$ cat config.mk
export PLATFORM = sky130hd
export DESIGN_NAME = slm_link_top
export DESIGN_NICKNAME = d
export VERILOG_FILES = /design/src/hw/slm_link_pkg.sv /design/src/hw/uart_rx.sv /design/src/hw/uart_tx.sv /design/src/hw/spi_master.sv /design/src/hw/link_regs.sv /design/src/hw/reply_queue.sv /design/src/hw/slm_link_top.sv
export VERILOG_INCLUDE_DIRS = /design/src /design/src/hw
export SDC_FILE = /design/constraint.sdc
export NUM_CORES = 1
export LEC_CHECK = 0
export BUFFER_PORTS_ARGS = -buffer_cell sky130_fd_sc_hd__buf_2
export CAP_MARGIN = 20
export CORE_ASPECT_RATIO = 0.8
export CORE_MARGIN = 8
export CORE_UTILIZATION = 35
export DETAILED_ROUTE_END_ITERATION = 16
export GPL_ROUTABILITY_DRIVEN = 0
export GPL_TIMING_DRIVEN = 0
export PLACE_DENSITY = 0.48
export SKIP_CTS_REPAIR_TIMING = 1
export SKIP_LAST_GASP = 1
export SLEW_MARGIN = 20
export SYNTH_ARGS = -nofsm -noshare
export SYNTH_HDL_FRONTEND = slang
export SYNTH_SLANG_ARGS = --single-unit
$ cat constraint.sdc
create_clock -name sys_clk -period 7.1 [get_ports sys_clk]
set_input_delay 1.065 -clock sys_clk [delete_from_list [all_inputs] [get_ports sys_clk]]
set_output_delay 1.065 -clock sys_clk [all_outputs]
set_load 0.02 [all_outputs]
$ cat src/hw/slm_link_settings.svh
`ifndef SLM_LINK_SETTINGS_SVH
`define SLM_LINK_SETTINGS_SVH

// uart bit period in sys_clk cycles
// short value for simulation, board build uses 100 MHz / 115200
`define SLM_CLKS_PER_BIT 8

// sys_clk cycles per half sck period
`define SLM_SPI_HALF_PERIOD 2

// display reset hold after the reset command, in cycles
`define SLM_RESET_HOLD 10

// reply queue entries
`define SLM_QUEUE_DEPTH 4

`endif

$ cat src/hw/slm_link_pkg.sv
package slm_link_pkg;

  // one byte on the uart or on the spi wire
  typedef logic [7:0] byte_t;

  // one 16 bit spi frame
  // address byte sits in the upper half and goes out first
  // the display answers during the lower half
  typedef struct packed {
    byte_t addr;
    byte_t data;
  } spi_word_t;

endpackage

$ cat src/hw/uart_rx.sv
`timescale 1ns/1ns
`include "slm_link_settings.svh"

module uart_rx (
  input  logic                sys_clk,
  input  logic                reset_all_cmd_w,
  input  logic                serial_i,
  output logic                rx_valid_o,
  output slm_link_pkg::byte_t rx_byte_o
);

  localparam int CLKS = `SLM_CLKS_PER_BIT;
  localparam int CW   = $clog2(CLKS + 1);

  typedef enum logic [1:0] {RX_IDLE, RX_START, RX_DATA, RX_STOP} rx_state_t;

  rx_state_t           state_q;
  logic [CW-1:0]       clk_cnt_q;
  logic [2:0]          bit_cnt_q;
  logic [1:0]          sync_q;
  logic                line_w;
  slm_link_pkg::byte_t shift_q;

  // two flop sync, host line is async to sys_clk
  always_ff @(posedge sys_clk) begin
    if (reset_all_cmd_w) begin
      sync_q <= 2'b11;
    end else begin
      sync_q <= {sync_q[0], serial_i};
    end
  end

  assign line_w = sync_q[1];

  //////////////////////////////////////////////////
  // frame fsm
  //////////////////////////////////////////////////
  always_ff @(posedge sys_clk) begin
    // strobe is one cycle wide
    rx_valid_o <= 1'b0;
    if (reset_all_cmd_w) begin
      state_q   <= RX_IDLE;
      clk_cnt_q <= '0;
      bit_cnt_q <= '0;
    end else begin
      case (state_q)
        RX_IDLE: begin
          clk_cnt_q <= '0;
          bit_cnt_q <= '0;
          // falling edge marks a start bit
          if (!line_w) begin
            state_q <= RX_START;
          end
        end
        RX_START: begin
          // recheck at mid start bit, glitches go back to idle
          if (clk_cnt_q == CW'(CLKS / 2 - 1)) begin
            clk_cnt_q <= '0;
            state_q   <= line_w ? RX_IDLE : RX_DATA;
          end else begin
            clk_cnt_q <= clk_cnt_q + 1'b1;
          end
        end
        RX_DATA: begin
          if (clk_cnt_q == CW'(CLKS - 1)) begin
            clk_cnt_q <= '0;
            // lsb first, shift in from the top
            shift_q   <= {line_w, shift_q[7:1]};
            bit_cnt_q <= bit_cnt_q + 1'b1;
            if (bit_cnt_q == 3'd7) begin
              state_q <= RX_STOP;
            end
          end else begin
            clk_cnt_q <= clk_cnt_q + 1'b1;
          end
        end
        default: begin
          // mid stop bit, bad stop drops the frame
          if (clk_cnt_q == CW'(CLKS - 1)) begin
            clk_cnt_q  <= '0;
            rx_valid_o <= line_w;
            state_q    <= RX_IDLE;
          end else begin
            clk_cnt_q <= clk_cnt_q + 1'b1;
          end
        end
      endcase
    end
  end

  // shift reg holds the byte until the next frame's data bits
  assign rx_byte_o = shift_q;

endmodule

$ cat src/hw/uart_tx.sv
`timescale 1ns/1ns
`include "slm_link_settings.svh"

module uart_tx (
  input  logic                sys_clk,
  input  logic                reset_all_cmd_w,
  input  logic                tx_start_i,
  input  slm_link_pkg::byte_t tx_byte_i,
  output logic                tx_busy_o,
  output logic                serial_o
);

  localparam int CLKS = `SLM_CLKS_PER_BIT;
  localparam int CW   = $clog2(CLKS + 1);

  typedef enum logic [1:0] {TX_IDLE, TX_START, TX_DATA, TX_STOP} tx_state_t;

  tx_state_t           state_q;
  logic [CW-1:0]       clk_cnt_q;
  logic [2:0]          bit_cnt_q;
  logic                baud_tick_w;
  slm_link_pkg::byte_t shift_q;

  // last cycle of the current bit
  assign baud_tick_w = (clk_cnt_q == CW'(CLKS - 1));

  always_ff @(posedge sys_clk) begin
    if (reset_all_cmd_w) begin
      state_q   <= TX_IDLE;
      clk_cnt_q <= '0;
      bit_cnt_q <= '0;
      tx_busy_o <= 1'b0;
      // line idles high
      serial_o  <= 1'b1;
    end else begin
      // baud counter only runs inside a frame
      if (state_q != TX_IDLE) begin
        clk_cnt_q <= baud_tick_w ? '0 : clk_cnt_q + 1'b1;
      end
      case (state_q)
        TX_IDLE: begin
          clk_cnt_q <= '0;
          bit_cnt_q <= '0;
          serial_o  <= 1'b1;
          if (tx_start_i) begin
            shift_q   <= tx_byte_i;
            tx_busy_o <= 1'b1;
            // start bit goes out right away
            serial_o  <= 1'b0;
            state_q   <= TX_START;
          end
        end
        TX_START: begin
          if (baud_tick_w) begin
            serial_o <= shift_q[0];
            shift_q  <= shift_q >> 1;
            state_q  <= TX_DATA;
          end
        end
        TX_DATA: begin
          if (baud_tick_w) begin
            bit_cnt_q <= bit_cnt_q + 1'b1;
            if (bit_cnt_q == 3'd7) begin
              // stop bit
              serial_o <= 1'b1;
              state_q  <= TX_STOP;
            end else begin
              serial_o <= shift_q[0];
              shift_q  <= shift_q >> 1;
            end
          end
        end
        default: begin
          // busy drops at the very end of the stop bit
          if (baud_tick_w) begin
            tx_busy_o <= 1'b0;
            state_q   <= TX_IDLE;
          end
        end
      endcase
    end
  end

endmodule

$ cat src/hw/spi_master.sv
`timescale 1ns/1ns
`include "slm_link_settings.svh"

module spi_master (
  input  logic                    sys_clk,
  input  logic                    reset_all_cmd_w,
  input  logic                    start_i,
  input  slm_link_pkg::spi_word_t word_i,
  input  logic                    sdat_i,
  output logic                    sen_o,
  output logic                    sck_o,
  output logic                    sdat_o,
  output logic                    done_o,
  output slm_link_pkg::byte_t     rx_byte_o
);

  localparam int HALF = `SLM_SPI_HALF_PERIOD;
  localparam int HW   = $clog2(HALF + 1);

  typedef enum logic [1:0] {SPI_IDLE, SPI_SHIFT, SPI_TAIL} spi_state_t;

  spi_state_t          state_q;
  logic [HW-1:0]       half_cnt_q;
  logic [3:0]          bit_cnt_q;
  logic                half_tick_w;
  logic [15:0]         tx_shift_q;
  slm_link_pkg::byte_t rx_shift_q;

  assign half_tick_w = (half_cnt_q == HW'(HALF - 1));

  //////////////////////////////////////////////////
  // sck divider and shifter
  //////////////////////////////////////////////////
  always_ff @(posedge sys_clk) begin
    done_o <= 1'b0;
    if (reset_all_cmd_w) begin
      state_q    <= SPI_IDLE;
      half_cnt_q <= '0;
      bit_cnt_q  <= '0;
      sen_o      <= 1'b1;
      sck_o      <= 1'b0;
      sdat_o     <= 1'b0;
    end else begin
      if (state_q != SPI_IDLE) begin
        half_cnt_q <= half_tick_w ? '0 : half_cnt_q + 1'b1;
      end
      case (state_q)
        SPI_IDLE: begin
          half_cnt_q <= '0;
          bit_cnt_q  <= '0;
          // starts while busy are ignored
          if (start_i) begin
            tx_shift_q <= word_i;
            sen_o      <= 1'b0;
            // msb of the address is set up before the first rising edge
            sdat_o     <= word_i.addr[7];
            state_q    <= SPI_SHIFT;
          end
        end
        SPI_SHIFT: begin
          if (half_tick_w) begin
            sck_o <= ~sck_o;
            if (!sck_o) begin
              // rising edge, chip answer is shifted in
              rx_shift_q <= {rx_shift_q[6:0], sdat_i};
            end else if (bit_cnt_q == 4'd15) begin
              // last falling edge, sck parks low
              state_q <= SPI_TAIL;
            end else begin
              // falling edge, next bit out
              bit_cnt_q  <= bit_cnt_q + 1'b1;
              sdat_o     <= tx_shift_q[14];
              tx_shift_q <= {tx_shift_q[14:0], 1'b0};
            end
          end
        end
        default: begin
          // half period of hold before sen goes back up
          if (half_tick_w) begin
            sen_o     <= 1'b1;
            done_o    <= 1'b1;
            // last 8 captured bits are the lower half reply
            rx_byte_o <= rx_shift_q;
            state_q   <= SPI_IDLE;
          end
        end
      endcase
    end
  end

endmodule

$ cat src/hw/link_regs.sv
`timescale 1ns/1ns
`include "slm_link_settings.svh"

module link_regs (
  input  logic                    sys_clk,
  input  logic                    reset_all_cmd_w,
  input  logic                    rx_valid_i,
  input  slm_link_pkg::byte_t     rx_byte_i,
  output logic                    spi_start_o,
  output slm_link_pkg::spi_word_t spi_word_o,
  output logic                    slm_reset_n_o
);

  localparam int HOLD = `SLM_RESET_HOLD;
  localparam int RW   = $clog2(HOLD + 1);

  slm_link_pkg::spi_word_t word_q;
  logic                    second_q;
  logic [RW-1:0]           hold_cnt_q;

  //////////////////////////////////////////////////
  // byte pairing
  //////////////////////////////////////////////////
  always_ff @(posedge sys_clk) begin
    spi_start_o <= 1'b0;
    if (reset_all_cmd_w) begin
      // next byte is the first of a pair
      second_q <= 1'b0;
    end else if (rx_valid_i) begin
      // old data byte becomes the address, new byte is data
      word_q.addr <= word_q.data;
      word_q.data <= rx_byte_i;
      second_q    <= ~second_q;
      // only every second byte fires a transfer
      spi_start_o <= second_q;
    end
  end

  assign spi_word_o = word_q;

  //////////////////////////////////////////////////
  // display reset stretcher
  //////////////////////////////////////////////////
  always_ff @(posedge sys_clk) begin
    if (reset_all_cmd_w) begin
      hold_cnt_q    <= RW'(HOLD);
      slm_reset_n_o <= 1'b0;
    end else if (hold_cnt_q != '0) begin
      // keep the chip in reset while counting down
      hold_cnt_q    <= hold_cnt_q - 1'b1;
      slm_reset_n_o <= 1'b0;
    end else begin
      slm_reset_n_o <= 1'b1;
    end
  end

endmodule

$ cat src/hw/reply_queue.sv
`timescale 1ns/1ns
`include "slm_link_settings.svh"

module reply_queue (
  input  logic                sys_clk,
  input  logic                reset_all_cmd_w,
  input  logic                wr_en_i,
  input  slm_link_pkg::byte_t wr_byte_i,
  input  logic                tx_busy_i,
  output logic                tx_start_o,
  output slm_link_pkg::byte_t tx_byte_o
);

  localparam int DEPTH = `SLM_QUEUE_DEPTH;
  localparam int AW    = $clog2(DEPTH);
  localparam int CW    = $clog2(DEPTH + 1);

  slm_link_pkg::byte_t mem_q [DEPTH];
  logic [AW-1:0]       wr_ptr_q;
  logic [AW-1:0]       rd_ptr_q;
  logic [CW-1:0]       count_q;
  logic                full_w;
  logic                empty_w;
  logic                push_w;
  logic                pop_w;

  assign full_w  = (count_q == CW'(DEPTH));
  assign empty_w = (count_q == '0);
  // reply lost when full
  assign push_w  = wr_en_i && !full_w;
  // uart busy rises a cycle after tx_start, so block on tx_start too
  assign pop_w   = !empty_w && !tx_busy_i && !tx_start_o;

  //////////////////////////////////////////////////
  // pointers and fill level
  //////////////////////////////////////////////////
  always_ff @(posedge sys_clk) begin
    if (reset_all_cmd_w) begin
      wr_ptr_q   <= '0;
      rd_ptr_q   <= '0;
      count_q    <= '0;
      tx_start_o <= 1'b0;
    end else begin
      if (push_w) begin
        wr_ptr_q <= (wr_ptr_q == AW'(DEPTH - 1)) ? '0 : wr_ptr_q + 1'b1;
      end
      if (pop_w) begin
        rd_ptr_q <= (rd_ptr_q == AW'(DEPTH - 1)) ? '0 : rd_ptr_q + 1'b1;
      end
      case ({push_w, pop_w})
        2'b10:   count_q <= count_q + 1'b1;
        2'b01:   count_q <= count_q - 1'b1;
        default: count_q <= count_q;
      endcase
      // uart launch one cycle after the pop
      tx_start_o <= pop_w;
    end
  end

  // storage and output byte
  always_ff @(posedge sys_clk) begin
    if (push_w) begin
      mem_q[wr_ptr_q] <= wr_byte_i;
    end
    if (pop_w) begin
      tx_byte_o <= mem_q[rd_ptr_q];
    end
  end

endmodule

$ cat src/hw/slm_link_top.sv
`timescale 1ns/1ns

module slm_link_top (
  input  logic sys_clk,
  input  logic reset_all_cmd_w,
  input  logic uart_rx_i,
  output logic uart_tx_o,
  output logic spi_sen_o,
  output logic spi_sck_o,
  output logic spi_sdat_o,
  input  logic spi_sout_i,
  output logic slm_reset_n_o
);

  // host byte in
  logic                    rx_valid;
  slm_link_pkg::byte_t     rx_byte;
  // paired frame to the display
  logic                    spi_start;
  slm_link_pkg::spi_word_t spi_word;
  // display answer
  logic                    spi_done;
  slm_link_pkg::byte_t     spi_rx_byte;
  // echo back to host
  logic                    tx_start;
  slm_link_pkg::byte_t     tx_byte;
  logic                    tx_busy;

  //////////////////////////////////////////////////
  // host to display
  //////////////////////////////////////////////////
  uart_rx u_uart_rx (
    .sys_clk         (sys_clk),
    .reset_all_cmd_w (reset_all_cmd_w),
    .serial_i        (uart_rx_i),
    .rx_valid_o      (rx_valid),
    .rx_byte_o       (rx_byte)
  );

  link_regs u_link_regs (
    .sys_clk         (sys_clk),
    .reset_all_cmd_w (reset_all_cmd_w),
    .rx_valid_i      (rx_valid),
    .rx_byte_i       (rx_byte),
    .spi_start_o     (spi_start),
    .spi_word_o      (spi_word),
    .slm_reset_n_o   (slm_reset_n_o)
  );

  spi_master u_spi_master (
    .sys_clk         (sys_clk),
    .reset_all_cmd_w (reset_all_cmd_w),
    .start_i         (spi_start),
    .word_i          (spi_word),
    .sdat_i          (spi_sout_i),
    .sen_o           (spi_sen_o),
    .sck_o           (spi_sck_o),
    .sdat_o          (spi_sdat_o),
    .done_o          (spi_done),
    .rx_byte_o       (spi_rx_byte)
  );

  //////////////////////////////////////////////////
  // display answer back to host
  //////////////////////////////////////////////////
  reply_queue u_reply_queue (
    .sys_clk         (sys_clk),
    .reset_all_cmd_w (reset_all_cmd_w),
    .wr_en_i         (spi_done),
    .wr_byte_i       (spi_rx_byte),
    .tx_busy_i       (tx_busy),
    .tx_start_o      (tx_start),
    .tx_byte_o       (tx_byte)
  );

  uart_tx u_uart_tx (
    .sys_clk         (sys_clk),
    .reset_all_cmd_w (reset_all_cmd_w),
    .tx_start_i      (tx_start),
    .tx_byte_i       (tx_byte),
    .tx_busy_o       (tx_busy),
    .serial_o        (uart_tx_o)
  );

endmodule

### After elaboration in Yosys (flattened, before gate mapping)

Memory sizes are Yosys's and may differ from the RTL's. A register that Yosys moved wholly into a read port is not among the register bits.
Index checks and enable logic that the tools add are counted.

| operators by class | value |
|---|---|
| add/sub/neg operators | 11 |
| reduce and logical (&&, ||, !) cells | 46 |
| mux-type cells | 65 |
| bitwise operators | 8 |
| eq/ne operators | 31 |

Operator list:

| kind | count |
|---|---|
| $mux 15 | 4 |
| $mux 2 | 19 |
| $mux 8 | 4 |
| $pmux 15 s2 | 1 |
| $mux 4 | 6 |
| $pmux 8 s3 | 1 |
| $reduce_and 5->1 | 4 |
| $ne 2x1->1 const B | 9 |
| $pmux 3 s2 | 3 |
| $mux 1 | 16 |
| $pmux 4 s2 | 2 |
| $reduce_bool 2->1 | 8 |
| $reduce_and 3->1 | 5 |
| $add 4x1->4 const B | 3 |
| $pmux 2 s3 | 2 |
| $reduce_and 6->1 | 2 |
| $eq 2x1->1 const B | 5 |
| $eq 2x2->1 const B | 5 |
| $ne 2x2->1 const B | 5 |
| $reduce_or 2->1 | 5 |
| $add 3x1->3 const B | 3 |
| $eq 3x3->1 const B | 3 |
| $eq 4x3->1 const B | 2 |
| $not 1->1 | 8 |
| other kinds (19) | 36 |

| word-level totals | value |
|---|---|
| word-level logic and storage cells | 194 |
| output and inout port bits | 5 |
| bits in registers | 113 |
| RAM bits | 32 |
| memories kept | 1 |

Memory list:

| name | words | width | rd ports | clocked after memory_dff | wr ports | RTL line | RTL |
|---|---|---|---|---|---|---|---|
| u_reply_queue.mem_q | 4 | 8 | 1 | 1 | 1 | reply_queue.sv:18 | `slm_link_pkg::byte_t mem_q [DEPTH];` |

### Depth between registers and ports, before layout

| logic depth | value |
|---|---|
| word-level depth | 6 |
| depth in mapped cells | 10 |

### Hierarchy

A second synthesis with hierarchy kept.

| unflattened totals | value |
|---|---|
| cells, all modules | 420 |
| area total of the unflattened synthesis | 6233.5 um^2 |

Modules (own cells, without submodules):

| module | instances | seq. area each (um^2) | cells an instance | area an instance (um^2) |
|---|---|---|---|---|
| reply_queue | 1 | 1361.3 | 104 | 1878.1 |
| spi_master | 1 | 1171.1 | 118 | 1774.2 |
| uart_tx | 1 | 460.4 | 84 | 959.7 |
| uart_rx | 1 | 480.5 | 68 | 839.6 |
| link_regs | 1 | 620.6 | 46 | 782.0 |

### Worst setup path before layout

OpenSTA, ideal clock, no wires.

| timing | value |
|---|---|
| path kind | input to register |
| start | input reset_all_cmd_w |
| end | register u_spi_master.tx_shift_q[0] (enable) |
| library setup time | 0.406 ns |
| required time | 6.694 ns |
| stages on the path | 3 |
| path buffers | 2 |
| slack | 4.152 ns |
| arrival time | 2.542 ns |
| cell sequence | clkbuf_1 clkbuf_1 nor3_1 |

| between the ends | value |
|---|---|
| word-level cells in the longest chain between the ends | 2 |

Ends and longest elaborated chain:

| item | RTL line | RTL |
|---|---|---|
| start, declared | slm_link_top.sv:5 | `input logic reset_all_cmd_w,` |
| $not 1->1 (no source line) | - |  |
| $reduce_and 6->1 (no source line) | - |  |
| end signal, assigned | spi_master.sv:53 | `tx_shift_q <= word_i;` |
| end signal, assigned | spi_master.sv:73 | `tx_shift_q <= {tx_shift_q[14:0], 1'b0};` |
| end, declared | spi_master.sv:26 | `logic [15:0] tx_shift_q;` |

Every way passes these cells.
A chain may end at the register's enable or synchronous reset.

### Final worst setup path

| timing | value |
|---|---|
| start | register u_reply_queue.count_q[0] |
| end | register u_reply_queue.count_q[2] |

| between the ends | value |
|---|---|
| word-level cells in the longest chain between the ends | 6 |

Ends and longest elaborated chain:

| item | RTL line | RTL |
|---|---|---|
| start, declared | reply_queue.sv:21 | `logic [CW-1:0] count_q;` |
| start signal, assigned | reply_queue.sv:51 | `2'b10: count_q <= count_q + 1'b1;` |
| start signal, assigned | reply_queue.sv:52 | `2'b01: count_q <= count_q - 1'b1;` |
| start signal, assigned | reply_queue.sv:53 | `default: count_q <= count_q;` |
| $logic_not 3->1 (*) | reply_queue.sv:28 | `assign empty_w = (count_q == '0);` |
| $logic_not 1->1 (*) | reply_queue.sv:32 | `assign pop_w = !empty_w && !tx_busy_i && !tx_start_o;` |
| $logic_and 1x1->1 (*) (2 in a row) | reply_queue.sv:32 |  |
| via u_reply_queue.pop_w | reply_queue.sv:25 | `logic pop_w;` |
| $eq 2x1->1 / $eq 2x2->1 (equally long branches) | reply_queue.sv:50 | `case ({push_w, pop_w})` |
| $pmux 3 s2 / $reduce_bool 2->1 (equally long branches) | - |  |

Mark *: on every way through the listed nets, which the timed path passes. The rest lies on a longest branch.

==> flow_summary_export.csv <==
group,metric,value,unit
route,num_vias,3304,
yosys,seq_area_frac_synth,0.684,
finish,layout_common_cells,"edfxtp_1 (103), nand2_1 (57), dfxtp_1 (50), nor2_1 (24), ha_1 (18)",
finish,finish.net_count,494,
clocking,clock-sinks,153,
finish,fin_cells,704,
setup_path,critical_path_class,"reg -> reg",
route,drt_first_pass_iters,4,
setup_path,r2r_cells,10,
timing,worst_pin_slew,0.834,ns
min_path,hp-start,"u_uart_rx.sync_q[0]",
yosys,synth_edf_count,103,
yosys,synth_area,0.00599,sq mm
timing,period_share,0.372,
timing,fin_worst_skew,0.00484,ns
min_path,hold_path_class,"reg -> reg",
route,drt_iter0_drc,181,
die,die-width,162,microns
clocking,path_clk_slew,0.06,ns
die,start_util,0.359,
timing,relSlewSlack,0.441,
clocking,tritoncts,"done",
placed_design,portBuffers,7,
power,power.density,284,mW/mm^2
setup_path,critPathSlowestCell,"fa_1",
clocking,htreeDepth,4,
yosys,synth_top_cell_by_area,"edfxtp_1",
clocking,clock_path_buffers,2,
setup_path,arrival,2.99,ns
timing,min_period,2.64,ns
timing,clock.fmax,379,MHz
finish,diodes,0,
setup_path,slowest_delay,0.43,ns
setup_path,required,7.45,ns
die,coreArea,0.0167,sq mm
grt,antenna_found_initial,0,
yosys,yosysWarningCount,0,
yosys,synth_cell_types,50,
die,num_io_pins,9,
clocking,root_buffer,"clkbuf_16",
yosys,avgSynthCellArea,13.5,sq um
timing,finalSetupTns,0,ns
grt,grt_pass1_vias,3270,
route,route.detailed.drc,0,
run_status,run_status,"finished, final reports clean",
grt,grt_max_degree,18,
die,die-area,0.0216,sq mm
finish,drive_gt1_frac,0.147,
yosys,synthTopCellsByArea,"edfxtp_1 (52%), dfxtp_1 (17%), ha_1 (3.8%), nand2_1 (3.6%), mux4_2 (3.0%)",
route,ant_nets,0,
setup_path,crit_chain,"nor3_1 -> or3_1 -> clkbuf_1 -> inv_1 -> ha_1 -> inv_1 -> fa_1 -> xor2_1 -> or3_1 -> a21oi_1",
finish,fillerInstances,1535,
setup_path,crit_fanout,9,
setup_path,r2r_start,"u_reply_queue.count_q[0]",
route,vias_per_cell,4.69,
die,rows,42,
finish,multiInputGateArea,0.00176,sq mm
power,p_leak,2.34,nW
route,drt_wl_total,9960,microns
power,p_total,1.96,mW
timing,final_max_slew_viol_count,0,
setup_path,r2r_setup_slack,4.46,ns
yosys,syn_inst,442,
power,vdd_drop_max,0.000164,V
clocking,cts_buffers,17,
setup_path,critPathLaunchType,"flip-flop",
min_path,holdPathEnd,"u_uart_rx.sync_q[1]",
flow_run,maxCapViolations,0,
yosys,ys_seq_elements,153,
finish,area_growth_syn_to_layout,15.2,%
finish,regArea,0.00409,sq mm
timing,hold_viol,0,
grt,grt_pass1_wl,16800,microns
die,die_h,133,microns
setup_path,r2r_end,"u_reply_queue.count_q[2]",
placed_design,dp_cells,672,
yosys,synthArstFlopShare,0,
min_path,whs_path_depth,1,
timing,rsz0062_at_grt,"no",
finish,final_common_cell,"edfxtp_1",
grt,grtUsageTotal,0.100,
setup_path,setup.worst_path.end_class,"flip-flop",
yosys,synth_ff_type,"edfxtp_1",
yosys,synth.net_count,465,
clocking,clk_latency,0.42,ns
placed_design,hpwl,6830,microns
yosys,netlist.area_leader.share,0.517,
route,wl_per_cell,14.1,microns
setup_path,crit_family,"adder cells",
setup_path,crit_buf_inv,3,
grt,grt-ovfl-total,0,
timing,setup_violations,0,
==> layout make-up <==
class	instances	share of cell area
repair buffers	10	0.00762
multi-input cells	251	0.255
well taps	220	0.0399
plain buffers	23	0.0158
flip-flops and latches	153	0.594
clock buffers	17	0.0617
inverters	15	0.00816
clock inverters	15	0.0185
==> report_power, final <==
group / internal [mW] / total (mW) / leakage (nW) / switching [mW]
clock: 0.481 / 0.835 / 0.262 / 0.354
combinational: 0.0600 / 0.137 / 0.744 / 0.0775
sequential: 0.974 / 0.987 / 1.33 / 0.0131
==> flip-flops by register name, summed over array words and instances, names as in the netlist, 8 cells and up <==
register                 flops
u_link_regs.spi_word_o      16
u_uart_tx.shift_q            8
u_uart_rx.rx_byte_o          8
u_reply_queue.tx_byte_o      8
u_spi_master.tx_shift_q     15
u_spi_master.rx_shift_q      8
u_reply_queue.mem_q         32
u_spi_master.rx_byte_o       8
==> layer usage <==
metal  GRT usage  part of all wire
met1       0.142              0.53
met2       0.133              0.41
met3      0.0381             0.042
met4      0.0375             0.013
met5           0                 0
==> worst max-delay path by stage <==
stage / startpoint / to / slack (ns) / cells past startpoint
floorplan: reset_all_cmd_w / u_spi_master.tx_shift_q[0] / 4.15 / 3
global placement: reset_all_cmd_w / u_spi_master.tx_shift_q[13] / 3.35 / 3
detailed placement: reset_all_cmd_w / u_spi_master.tx_shift_q[9] / 4.21 / 4
CTS: u_reply_queue.count_q[0] / u_reply_queue.count_q[2] / 4.43 / 10
global route: u_reply_queue.count_q[0] / u_reply_queue.count_q[2] / 4.26 / 10
finish: u_reply_queue.count_q[0] / u_reply_queue.count_q[2] / 4.46 / 10
==> through the flow <==
step / utilization / worst slack (ns) / cell area [sq um] / hold WS [ns]
after floorplan: - / 4.15 / 5990 / 0.389
after global placement: 0.378 / 3.35 / 6300 / 0.394
after detailed placement: 0.381 / 4.21 / 6340 / 0.394
after CTS: 0.414 / 4.43 / 6890 / 0.412
after global routing: 0.414 / 4.26 / 6900 / 0.428
final: 0.414 / 4.46 / 6900 / 0.405
==> cells in the mapped netlist, drive strengths merged, types with 4 or more instances <==
cell type,count
a211oi,4
a21oi,13
and2,8
buf,11
clkbuf,12
dfxtp,50
edfxtp,103
ha,18
inv,15
mux2,7
mux2i,6
mux4,8
nand2,57
nand2b,8
nand3,5
nand3b,5
nor2,24
nor2b,10
nor3,13
nor3b,5
o21ai,9
o22ai,4
or3,4
xnor2,7
==> worst reg2reg max path: stages, from the launching register on <==
cell      delay, ns
dfxtp_1        0.37
nor3_1         0.08
or3_1          0.30
clkbuf_1       0.15
inv_1          0.30
ha_1           0.26
inv_1          0.07
fa_1           0.43
xor2_1         0.16
or3_1          0.30
a21oi_1        0.15
==> kinds of logic after synthesis <==
family          after synthesis  synth area share
flops                       153             0.684
buf+inv                      38            0.0276
mux                          21            0.0533
xor+xnor                      9            0.0132
simple gates                151             0.126
fa+ha+maj                    19            0.0410
compound gates               51            0.0554
Note: power is estimated with default switching activity, not from simulation.
